===== src/logic/muldiv_cfg_pkg.sv =====
/*
 * Datapath configuration for the iterative multiplier/divider
 * Operand width, step counter width and the word types built on them
 */
package muldiv_cfg_pkg;

   // Operand width, one bit per iteration step
   localparam int DATA_W = 8;

   // Counter must reach DATA_W
   localparam int STEP_W = $clog2(DATA_W + 1);

   // One operand, quotient, remainder or product half
   typedef logic [DATA_W-1:0] data_t;

   // Full product as {Q, M}
   typedef logic [2*DATA_W-1:0] dword_t;

   // Step counter value
   typedef logic [STEP_W-1:0] step_t;

endpackage : muldiv_cfg_pkg


===== src/logic/muldiv_op_pkg.sv =====
/*
 * Opcode and sequencer state encodings
 */
package muldiv_op_pkg;

   // Operation select, held by the requester for the whole transaction
   typedef enum logic {
      OP_MUL  = 1'b0,   // Unsigned shift-and-add multiply
      OP_DIVU = 1'b1    // Unsigned restoring divide
   } muldiv_op_e;

   // Step sequencer states
   typedef enum logic [1:0] {
      ST_IDLE = 2'd0,   // Waiting for req
      ST_RUN  = 2'd1,   // DATA_W iteration steps
      ST_DONE = 2'd2    // Result valid, ack handshake
   } seq_state_e;

endpackage : muldiv_op_pkg


===== src/logic/muldiv_ctl_if.sv =====
/*
 * Control and bit-exchange bundle between sequencer,
 * M shift register and accumulator, with one modport per block
 */
`timescale 1ns/1ps

interface muldiv_ctl_if
   import muldiv_op_pkg::*;
   ();

   logic       load;    // Capture operands, clear Q
   logic       step;    // One iteration per cycle
   muldiv_op_e op;      // Latched opcode

   logic       m_lsb;   // Multiplier bit, add enable
   logic       m_msb;   // Dividend bit shifted into Q
   logic       q_lsb;   // Product bit dropped from Q into M
   logic       fit;     // Trial subtraction without borrow, quotient bit

   // Producer of control
   modport seq (
      output load, step, op
   );

   // Operand buffer and result collector
   modport mreg (
      input  load, step, op,
      input  q_lsb, fit,
      output m_lsb, m_msb
   );

   // Arithmetic
   modport acc (
      input  load, step, op,
      input  m_lsb, m_msb,
      output q_lsb, fit
   );

endinterface : muldiv_ctl_if


===== src/logic/accum_unit.sv =====
/*
 * Accumulator: operand register D, add/subtract datapath
 * and Q register with the restoring-divide hold condition
 */
`timescale 1ns/1ps

module accum_unit
   import muldiv_cfg_pkg::*;
   import muldiv_op_pkg::*;
(
   input  logic         clk,
   input  logic         rst_n,
   input  data_t        b,
   output data_t        q_out,
   muldiv_ctl_if.acc    ctl
);

   data_t             d;          // Multiplicand or divisor
   data_t             q;          // Product high half or partial remainder
   data_t             q_next;
   logic [DATA_W:0]   add_sum;    // Carry plus Q
   logic [DATA_W:0]   shl_q;      // Q shifted left, dividend bit in
   logic [DATA_W+1:0] trial;      // Shifted remainder minus D
   logic              borrow;
   logic              keep_shift; // Divide with borrow, no subtract

   always_comb begin
      // Multiply: conditional add, carry kept for the right shift
      add_sum = {1'b0, q} + (ctl.m_lsb ? {1'b0, d} : {(DATA_W + 1){1'b0}});
      // Divide: bring down next dividend bit and try D
      shl_q   = {q, ctl.m_msb};
      trial   = {1'b0, shl_q} - {2'b00, d};
      borrow  = trial[DATA_W+1];
   end

   assign keep_shift = (ctl.op == OP_DIVU) && borrow;

   always_comb begin
      if (ctl.op == OP_MUL) begin
         q_next = add_sum[DATA_W:1];            // Carry enters at msb
      end else if (keep_shift) begin
         q_next = shl_q[DATA_W-1:0];            // Restore, keep shifted Q
      end else begin
         q_next = trial[DATA_W-1:0];            // Subtraction fits
      end
   end

   // Operand register, captured once per operation
   always_ff @(posedge clk) begin
      if (ctl.load) begin
         d <= b;
      end
   end

   always_ff @(posedge clk or negedge rst_n) begin
      if (!rst_n) begin
         q <= '0;
      end else if (ctl.load) begin
         q <= '0;
      end else if (ctl.step) begin
         q <= q_next;
      end
   end

   assign ctl.q_lsb = add_sum[0];   // Bit dropped into M msb
   assign ctl.fit   = ~borrow;      // Quotient bit into M lsb
   assign q_out     = q;

   // Q only moves on load or step
   a_q_stable : assert property (
      @(posedge clk) disable iff (!rst_n)
      !(ctl.load || ctl.step) |=> $stable(q_out)
   );

   // Partial remainder stays below a nonzero divisor
   a_rem_bound : assert property (
      @(posedge clk) disable iff (!rst_n)
      (ctl.step && ctl.op == OP_DIVU && d != '0) |=> (q < d)
   );

endmodule : accum_unit


===== src/logic/mreg_shifter.sv =====
/*
 * Bidirectional M shift register
 * Holds multiplier or dividend, collects product low half or quotient
 */
`timescale 1ns/1ps

module mreg_shifter
   import muldiv_cfg_pkg::*;
   import muldiv_op_pkg::*;
(
   input  logic         clk,
   input  logic         rst_n,
   input  data_t        a,
   output data_t        m_out,
   muldiv_ctl_if.mreg   ctl
);

   data_t m;
   data_t shr_m;   // Multiply direction
   data_t shl_m;   // Divide direction

   // Product bit from Q enters at the top
   assign shr_m = {ctl.q_lsb, m[DATA_W-1:1]};
   // Quotient bit enters at the bottom
   assign shl_m = {m[DATA_W-2:0], ctl.fit};

   always_ff @(posedge clk or negedge rst_n) begin
      if (!rst_n) begin
         m <= '0;
      end else if (ctl.load) begin
         m <= a;                             // Multiplier or dividend
      end else if (ctl.step) begin
         if (ctl.op == OP_MUL) begin
            m <= shr_m;
         end else begin
            m <= shl_m;
         end
      end
   end

   assign ctl.m_lsb = m[0];          // Add enable for this step
   assign ctl.m_msb = m[DATA_W-1];   // Next dividend bit for Q
   assign m_out     = m;

   // Result must hold through the ack phase and back-pressure
   a_m_stable : assert property (
      @(posedge clk) disable iff (!rst_n)
      !(ctl.load || ctl.step) |=> $stable(m_out)
   );

endmodule : mreg_shifter


===== src/logic/muldiv_top.sv =====
/*
 * Multiplier/divider top: handshake ports, control bundle
 * and the sequencer, M register and accumulator instances
 */
`timescale 1ns/1ps

module muldiv_top
   import muldiv_cfg_pkg::*;
   import muldiv_op_pkg::*;
(
   input  logic         clk,
   input  logic         rst_n,
   input  logic         req,         // Four-phase request
   input  muldiv_op_e   op,
   input  data_t        a,           // Multiplier or dividend
   input  data_t        b,           // Multiplicand or divisor
   output logic         ack,         // Result valid while high
   output data_t        result_hi,   // Product high or remainder
   output data_t        result_lo    // Product low or quotient
);

   data_t q_out;
   data_t m_out;

   muldiv_ctl_if ctl_i ();

   // Control producer
   step_sequencer step_sequencer_i (
      .clk   (clk),
      .rst_n (rst_n),
      .req   (req),
      .op    (op),
      .ack   (ack),
      .ctl   (ctl_i.seq)
   );

   // Operand a in, low result word out
   mreg_shifter mreg_shifter_i (
      .clk   (clk),
      .rst_n (rst_n),
      .a     (a),
      .m_out (m_out),
      .ctl   (ctl_i.mreg)
   );

   // Operand b in, high result word out
   accum_unit accum_unit_i (
      .clk   (clk),
      .rst_n (rst_n),
      .b     (b),
      .q_out (q_out),
      .ctl   (ctl_i.acc)
   );

   assign result_hi = q_out;
   assign result_lo = m_out;

endmodule : muldiv_top


===== src/logic/step_sequencer.sv =====
/*
 * Step sequencer with four-phase req/ack handshake, opcode latch,
 * step counter and load/step strobes for the datapath
 */
`timescale 1ns/1ps

module step_sequencer
   import muldiv_cfg_pkg::*;
   import muldiv_op_pkg::*;
(
   input  logic         clk,
   input  logic         rst_n,
   input  logic         req,
   input  muldiv_op_e   op,
   output logic         ack,
   muldiv_ctl_if.seq    ctl
);

   localparam step_t LAST_STEP = step_t'(DATA_W - 1);  // Final iteration index

   seq_state_e state;
   step_t      step_cnt;   // Steps already done
   muldiv_op_e op_q;       // Opcode for the running operation
   logic       load_c;
   logic       step_c;

   // Load is seen in the cycle before the load edge
   assign load_c = (state == ST_IDLE) && req;
   assign step_c = (state == ST_RUN);

   assign ctl.load = load_c;
   assign ctl.step = step_c;
   assign ctl.op   = op_q;

   always_ff @(posedge clk or negedge rst_n) begin
      if (!rst_n) begin
         state    <= ST_IDLE;
         step_cnt <= '0;
         op_q     <= OP_MUL;
         ack      <= 1'b0;
      end else begin
         case (state)
            ST_IDLE: begin
               ack <= 1'b0;
               if (req) begin              // Load edge
                  state    <= ST_RUN;
                  step_cnt <= '0;
                  op_q     <= op;
               end
            end
            ST_RUN: begin
               step_cnt <= step_cnt + step_t'(1);
               if (step_cnt == LAST_STEP) begin
                  state <= ST_DONE;         // Last step edge
               end
            end
            ST_DONE: begin
               // Ack follows req and the result holds until req drops
               ack <= req;
               if (!req) begin
                  state <= ST_IDLE;
               end
            end
            default: begin
               state <= ST_IDLE;
               ack   <= 1'b0;
            end
         endcase
      end
   end

   // No ack while the datapath is still iterating
   a_no_ack_in_run : assert property (
      @(posedge clk) disable iff (!rst_n)
      (state == ST_RUN) |-> !ack
   );

   // Operand capture never overlaps an iteration step
   a_load_step_excl : assert property (
      @(posedge clk) disable iff (!rst_n)
      !(load_c && step_c)
   );

   // Ack comes exactly DATA_W+1 edges after the load edge while req holds
   a_ack_latency : assert property (
      @(posedge clk) disable iff (!rst_n)
      load_c ##1 (req [*(DATA_W + 1)]) |=> ack
   );

endmodule : step_sequencer


===== config.mk =====
export PLATFORM = sky130hd
export DESIGN_NAME = muldiv_top
export DESIGN_NICKNAME = d
export VERILOG_FILES = /design/src/logic/muldiv_cfg_pkg.sv /design/src/logic/muldiv_op_pkg.sv /design/src/logic/muldiv_ctl_if.sv /design/src/logic/accum_unit.sv /design/src/logic/mreg_shifter.sv /design/src/logic/muldiv_top.sv /design/src/logic/step_sequencer.sv
export SDC_FILE = /design/constraint.sdc
export NUM_CORES = 1
export LEC_CHECK = 0
export ABC_AREA = 0
export BUFFER_PORTS_ARGS = -buffer_cell sky130_fd_sc_hd__buf_2
export CAP_MARGIN = 25
export CORE_ASPECT_RATIO = 0.8
export CORE_MARGIN = 2
export CORE_UTILIZATION = 61
export DETAILED_ROUTE_END_ITERATION = 10
export PLACE_DENSITY = 0.85
export SYNTH_ARGS = -nofsm -noshare
export SYNTH_HDL_FRONTEND = slang
export SYNTH_HIERARCHICAL = 1
export SYNTH_SLANG_ARGS = --single-unit

===== constraint.sdc =====
create_clock -name clk -period 3.3 [get_ports clk]
set_input_delay 0.33 -clock clk [delete_from_list [all_inputs] [get_ports clk]]
set_output_delay 0.33 -clock clk [all_outputs]
set_load 0.01 [all_outputs]

==> results of run 1 <==
-- report_power, final --
part / switching [mW] / internal [mW]
registers: 0.237 / 0.562
logic: 0.807 / 0.746
clock network: 0.150 / 0.224
-- path summary, 6_finish.rpt --
path	from	end	slack, ns
max	mreg_shifter_i/m_out[7]	accum_unit_i/q_out[6]	0.82
min reg2reg	step_sequencer_i/step_cnt[3]	step_sequencer_i/step_cnt[3]	0.49
max reg2reg	mreg_shifter_i/m_out[7]	accum_unit_i/q_out[6]	0.82
min	rst_n	step_sequencer_i/step_cnt[3]	0.02
min in group clk	b[7]	accum_unit_i/d[7]	0.21
max in group asynchronous	rst_n	mreg_shifter_i/m_out[2]	2.90
-- worst max-delay path, delay by kind of cell, from the launching register on --
family	cells	cell delay (ns)
xor+xnor	1	0.18
flops	1	0.41
fa+ha+maj	2	0.59
buf+inv	2	0.15
compound gates	5	1.06
-- synth_stat cells, drive strengths merged (3+ instances only) --
| library cell | count |
|---|---|
| o211ai | 9 |
| nand2 | 16 |
| or3b | 8 |
| o21ai | 14 |
| nor3 | 8 |
| dfrtp | 24 |
| nand2b | 3 |
| inv | 20 |
| a21o | 4 |
| nor2 | 11 |
| a21oi | 7 |
| mux2 | 3 |
| clkbuf | 4 |
| nand3 | 7 |
| nor2b | 4 |
| o21a | 5 |
| ha | 17 |
| buf | 5 |
| a31oi | 4 |
| and2 | 7 |
| edfxtp | 8 |
| xnor2 | 5 |
| mux2i | 10 |
| a211oi | 4 |
| o22ai | 3 |
-- flip-flops by register name (all words and copies together) (netlist names) --
name / flops
step_sequencer_i/state: 2
accum_unit_i/d: 8
mreg_shifter_i/m_out: 8
step_sequencer_i/ctl.op: 1
step_sequencer_i/step_cnt: 4
step_sequencer_i/ack: 1
accum_unit_i/q_out: 8
-- cell families (layout without fill, tap and decap cells) --
kind of cell	Yosys count	count (layout)	share of synthesized area
xor+xnor	6	6	0.0227
fa+ha+maj	19	19	0.109
flops	32	32	0.363
simple gates	74	74	0.179
compound gates	66	66	0.213
buf+inv	29	66	0.0546
mux	13	13	0.0578
-- cell usage in the layout, fill, tap and decap left out, types with 3 or more instances in the layout --
cell type,Yosys,routed
nor3_1,8,8
a21o_1,4,4
dfrtp_1,24,24
nand3_1,7,7
mux2i_1,10,10
xnor2_1,5,5
mux2_2,3,3
nor2b_1,4,4
o22ai_1,3,3
nand2b_1,3,3
nand2_1,16,16
buf_2,2,36
a21oi_1,6,6
nor2_1,11,11
o21ai_0,13,13
edfxtp_1,8,8
ha_1,17,17
and2_1,7,7
or3b_2,6,6
o211ai_1,7,7
inv_1,20,20
a211oi_1,4,4
o21a_1,5,5
a31oi_1,4,4
clkbuf_8,0,5
-- per-layer routing --
metal,up-vias,track usage,share of wire
li1,949,-,-
met1,900,0.371,0.49
met2,57,0.381,0.44
met3,6,0.0578,0.056
met4,0,0.0847,0.011
met5,-,0,0
-- cell type report --
type,instances,area (um2)
Clock buffer,6,72.6
Clock inverter,2,35.0
Fill cell,268,916
Inverter,20,75.1
Multi-Input combinational cell,178,1360
Sequential cell,32,841
Tap cell,42,52.6
Timing Repair Buffer,38,195
-- through the flow --
| stage | total power, mW | instances |
|---|---|---|
| floorplan | 1.97 | 239 |
| global placement | 2.29 | 310 |
| detailed placement | 2.34 | 310 |
| CTS | 2.72 | 318 |
| global route | 2.95 | 318 |
| finish | 2.73 | 318 |
==> impl_metrics.ini, run 1 <==
[outcome]
status = finished, final reports clean

[clock_network]
cts_tree = built
h-tree-depth = 2
clk_path_buf_depth = 2
cts_buffers = 5
cts_resized = 0
clockRootBuffer = clkbuf_8
clock_sinks = 32
clk_pin_slew_ns = 0.08
cts_hold_buf = 0
postCtsSetupBuffers = 0
clock_latency_ns = 0.29

[critical_path]
critPathMaxFanout = 4
reg2regPathDepth = 10
cp_cell_sequence = inv_1 -> ha_1 -> inv_1 -> fa_1 -> a211oi_1 -> o21ai_0 -> a21oi_1 -> xor2_1 -> o211ai_1 -> a32o_1
crit_required_ns = 3.48
cp_slowest_stage_delay_ns = 0.42
path_common_cell = inv_1
critical_path_class = register to register
start_kind = register
worstPathArrival_ns = 2.66
endpoint_kind = register
critPathSlowestCell = fa_1

[cells_and_area]
antenna_cells = 0
area_growth_pct = 13.4
fin_util = 0.741
final_area_um2 = 2630
fin_nets = 314
drive_above_1_share = 0.239

[die]
die_h_um = 59.1
die_w_um = 72.9
ioPinCount = 37
start_util = 0.654
rows = 19
core_um2 = 3540
dieArea_um2 = 4310

[sta]
tightestPinTransition_ns = 1.02
worst_hold_slack_ns = 0.0235
finalCritPeriodShare = 0.751
rsz0062_at_grt = false
finalHoldViolCount = 0
setup_viol = 0
skew_ns = 0.0109
slew_violations = 0
fmax_mhz = 404
max-slew-margin-rel = 0.323
period_needed_ns = 2.48
worst_slack_ns = 0.823
tns_ns = 0

[detailed_routing]
first_pass_iters = 4
wirelength_mm = 5.00
drc = 0
via_per_inst = 6.01
wl_per_cell_um = 15.7
drtAntennaViolNets = 0
vias = 1912
drt_iter0_markers = 160

[yosys]
async_flop_share = 0.750
synth_cell_types = 54
synthTopCellsByArea = dfrtp_1 (26%), edfxtp_1 (10%), ha_1 (9.2%)
syn_area_per_cell_um2 = 9.69
synth_top_cell_area_share = 0.259
yosys.area.top_type = dfrtp_1
syn_nets = 278
mappedNetlistArea_um2 = 2320
yosys_warnings = 6
ys_seq_area_frac = 0.363
syn_inst = 239
synth_edf_count = 8
synth_seq_cells = 32
synth-main-ff-cell = dfrtp_1

[place]
hpwl_mm = 3.65
place_ws_ns = 0.886
gp_congestion = 0.822
placed_area_um2 = 2520
port-buffer-count = 36

[power]
leakagePower_nw = 1.21
cellPowerDensity_nw_per_um2 = 1040
ir_worst_vdd_v = 0.000621

[global_routing]
global_route.overflow_total = 0
grt_first_pass_wirelength_mm = 8.33
grt_pass1_vias = 1778
grt_max_degree = 29
gr-usage-all-layers = 0.255
grt_antenna_before_repair = 0

[min_path]
hp-class = primary input to asynchronous set/reset pin

[job]
cap_violations = 0
(Power assumes the default switching activity.)
==> inputs of run 2 (changes only) <==
Settings changed: CORE_UTILIZATION 61 to 51, PLACE_DENSITY 0.85 to 0.76.
Clock period 3.3 ns to 2 ns, I/O delays scaled along.
==> run 2 against run 1 <==
The run now ends with setup timing left. Critical path type unchanged. Wire length up 16%. Maximum frequency up 18%. Utilization down 1.9 points. Cell area up 18%. Critical endpoint unchanged. Highest routed layer unchanged. Critical path depth down 1. Largest power group unchanged. Sequential power up 57%. Via count up 10%.
==> impl_metrics.ini, run 2 (synthesis results as in run 1) <==
[outcome]
status = complete, but fails checks
violations = setup timing

[cells_and_area]
seqCellArea_um2 = 843
area_growth_pct = 33.7
finalNonFillerCells = 369
multiInputGateArea_um2 = 1540
antenna_cells = 0
nFillCells = 306
fin_nets = 350
final_area_um2 = 3100
drive_above_1_share = 0.420
final_cell_mix = buf_4 (36), buf_2 (36), dfrtp_1 (22), inv_1 (15), nand2_1 (15)

[place]
gp_congestion = 0.852
placed_area_um2 = 2760
place_ws_ns = -0.162
port-buffer-count = 36
hpwl_mm = 4.01
dp.cells = 351

[sta]
fmax_mhz = 476
tightestPinTransition_ns = 0.641
finalCritPeriodShare = 1.05
period_needed_ns = 2.10
finalHoldViolCount = 0
skew_ns = 0.00655
max-slew-margin-rel = 0.573
slew_violations = 0
setup_viol = 7
worst_hold_slack_ns = 0.0826
worst_slack_ns = -0.0997
rsz0062_at_grt = true

[clock_network]
clk_pin_slew_ns = 0.07
clk_path_buf_depth = 2
clockRootBuffer = clkbuf_8
clock_latency_ns = 0.29
cts_tree = built
clock_sinks = 32
cts_buffers = 5
h-tree-depth = 2

[min_path]
hold_path_depth = 1
hp-class = primary input to register

[global_routing]
grt_max_degree = 29
grt_first_pass_wirelength_mm = 9.18
global_route.overflow_total = 0
grt_pass1_vias = 1967
grt_antenna_before_repair = 0
gr-usage-all-layers = 0.232

[detailed_routing]
vias = 2111
drtAntennaViolNets = 0
first_pass_iters = 4
drt_iter0_markers = 142
wirelength_mm = 5.79
drc = 0
wl_per_cell_um = 15.7
via_per_inst = 5.72

[job]
cap_violations = 0

[critical_path]
worstPathArrival_ns = 2.33
critPathMaxFanout = 6
reg2regPathDepth = 9
start_kind = register
critical_path_class = register to register
crit_required_ns = 2.23
endpoint_kind = register

[power]
combPwrFrac = 0.669
power.net_switching_mw = 2.28
p_int_mw = 3.07
p_sw_frac = 0.427
clockPowerShare = 0.096
leakagePower_nw = 1.41
ir_worst_vdd_v = 0.000883
seq_power_share = 0.235
cellPowerDensity_nw_per_um2 = 1730
finalPower_mw = 5.35

[die]
ioPinCount = 37
die_h_um = 64.3
core_um2 = 4280
rows = 21
start_util = 0.541
die_w_um = 79.3
dieArea_um2 = 5100
## run 2: metrics by stage
stage | TNS (ns) | util
6_report | -0.503 | 0.723
3_5_place_dp | -0.632 | 0.644
5_1_grt | -1.25 | 0.723
3_3_place_gp | -0.411 | 0.644
2_1_floorplan | -0.0590 | -
4_1_cts | -0.310 | 0.698
## run 2: layout make-up
| cell class | count | share of cell area |
|---|---|---|
| timing repair buffer | 74 | 0.152 |
| multi-input combinational | 178 | 0.499 |
| inverter | 20 | 0.0243 |
| sequential | 32 | 0.272 |
| tap | 57 | 0.0230 |
| clock buffer | 8 | 0.0291 |
## run 2: power by group through the flow
stage	Sequential [mW]	Clock, mW	Combinational (mW)
after floorplan	1.23	0	2.07
after global placement	1.24	0	2.98
after detailed placement	1.25	0	3.03
after CTS	1.24	0.521	3.30
after global routing	1.30	0.560	3.89
final	1.26	0.515	3.57
## run 2: repair_timing
item	in CTS	in global routing
setup endpoints to repair	9	9
endpoints found under the hold margin	24	0
resized for setup	21	16
pin swaps	12	14
buffers inserted	7	2
hold buffers	1	0
## run 2: critical path: stages (launching register included)
cell and delay, ns:
dfrtp_1 0.43, nand2_1 0.12, inv_1 0.08, ha_1 0.30, a21oi_2 0.15, o2111ai_2 0.17, a21o_1 0.21, a21oi_1 0.16
mux2i_1 0.24, a32o_1 0.18
## run 2: path summary, 6_finish.rpt
check	from	endpoint	slack, ns
setup / recovery	mreg_shifter_i/m_out[0]	accum_unit_i/q_out[6]	-0.1
hold / removal	b[6]	accum_unit_i/d[6]	0.08
setup reg to reg	mreg_shifter_i/m_out[0]	accum_unit_i/q_out[6]	-0.1
hold reg to reg	step_sequencer_i/ack	step_sequencer_i/ack	0.48
max in group asynchronous	rst_n	accum_unit_i/q_out[0]	1.14
min in group asynchronous	rst_n	accum_unit_i/q_out[7]	0.44
## run 2: metal layers
metal  share of wire  vias up  track usage
met3           0.048        9       0.0410
met4           0.014        0       0.0797
met1            0.48     1008        0.336
li1                -     1021            -
met2            0.46       73        0.350
met5               0        -            0
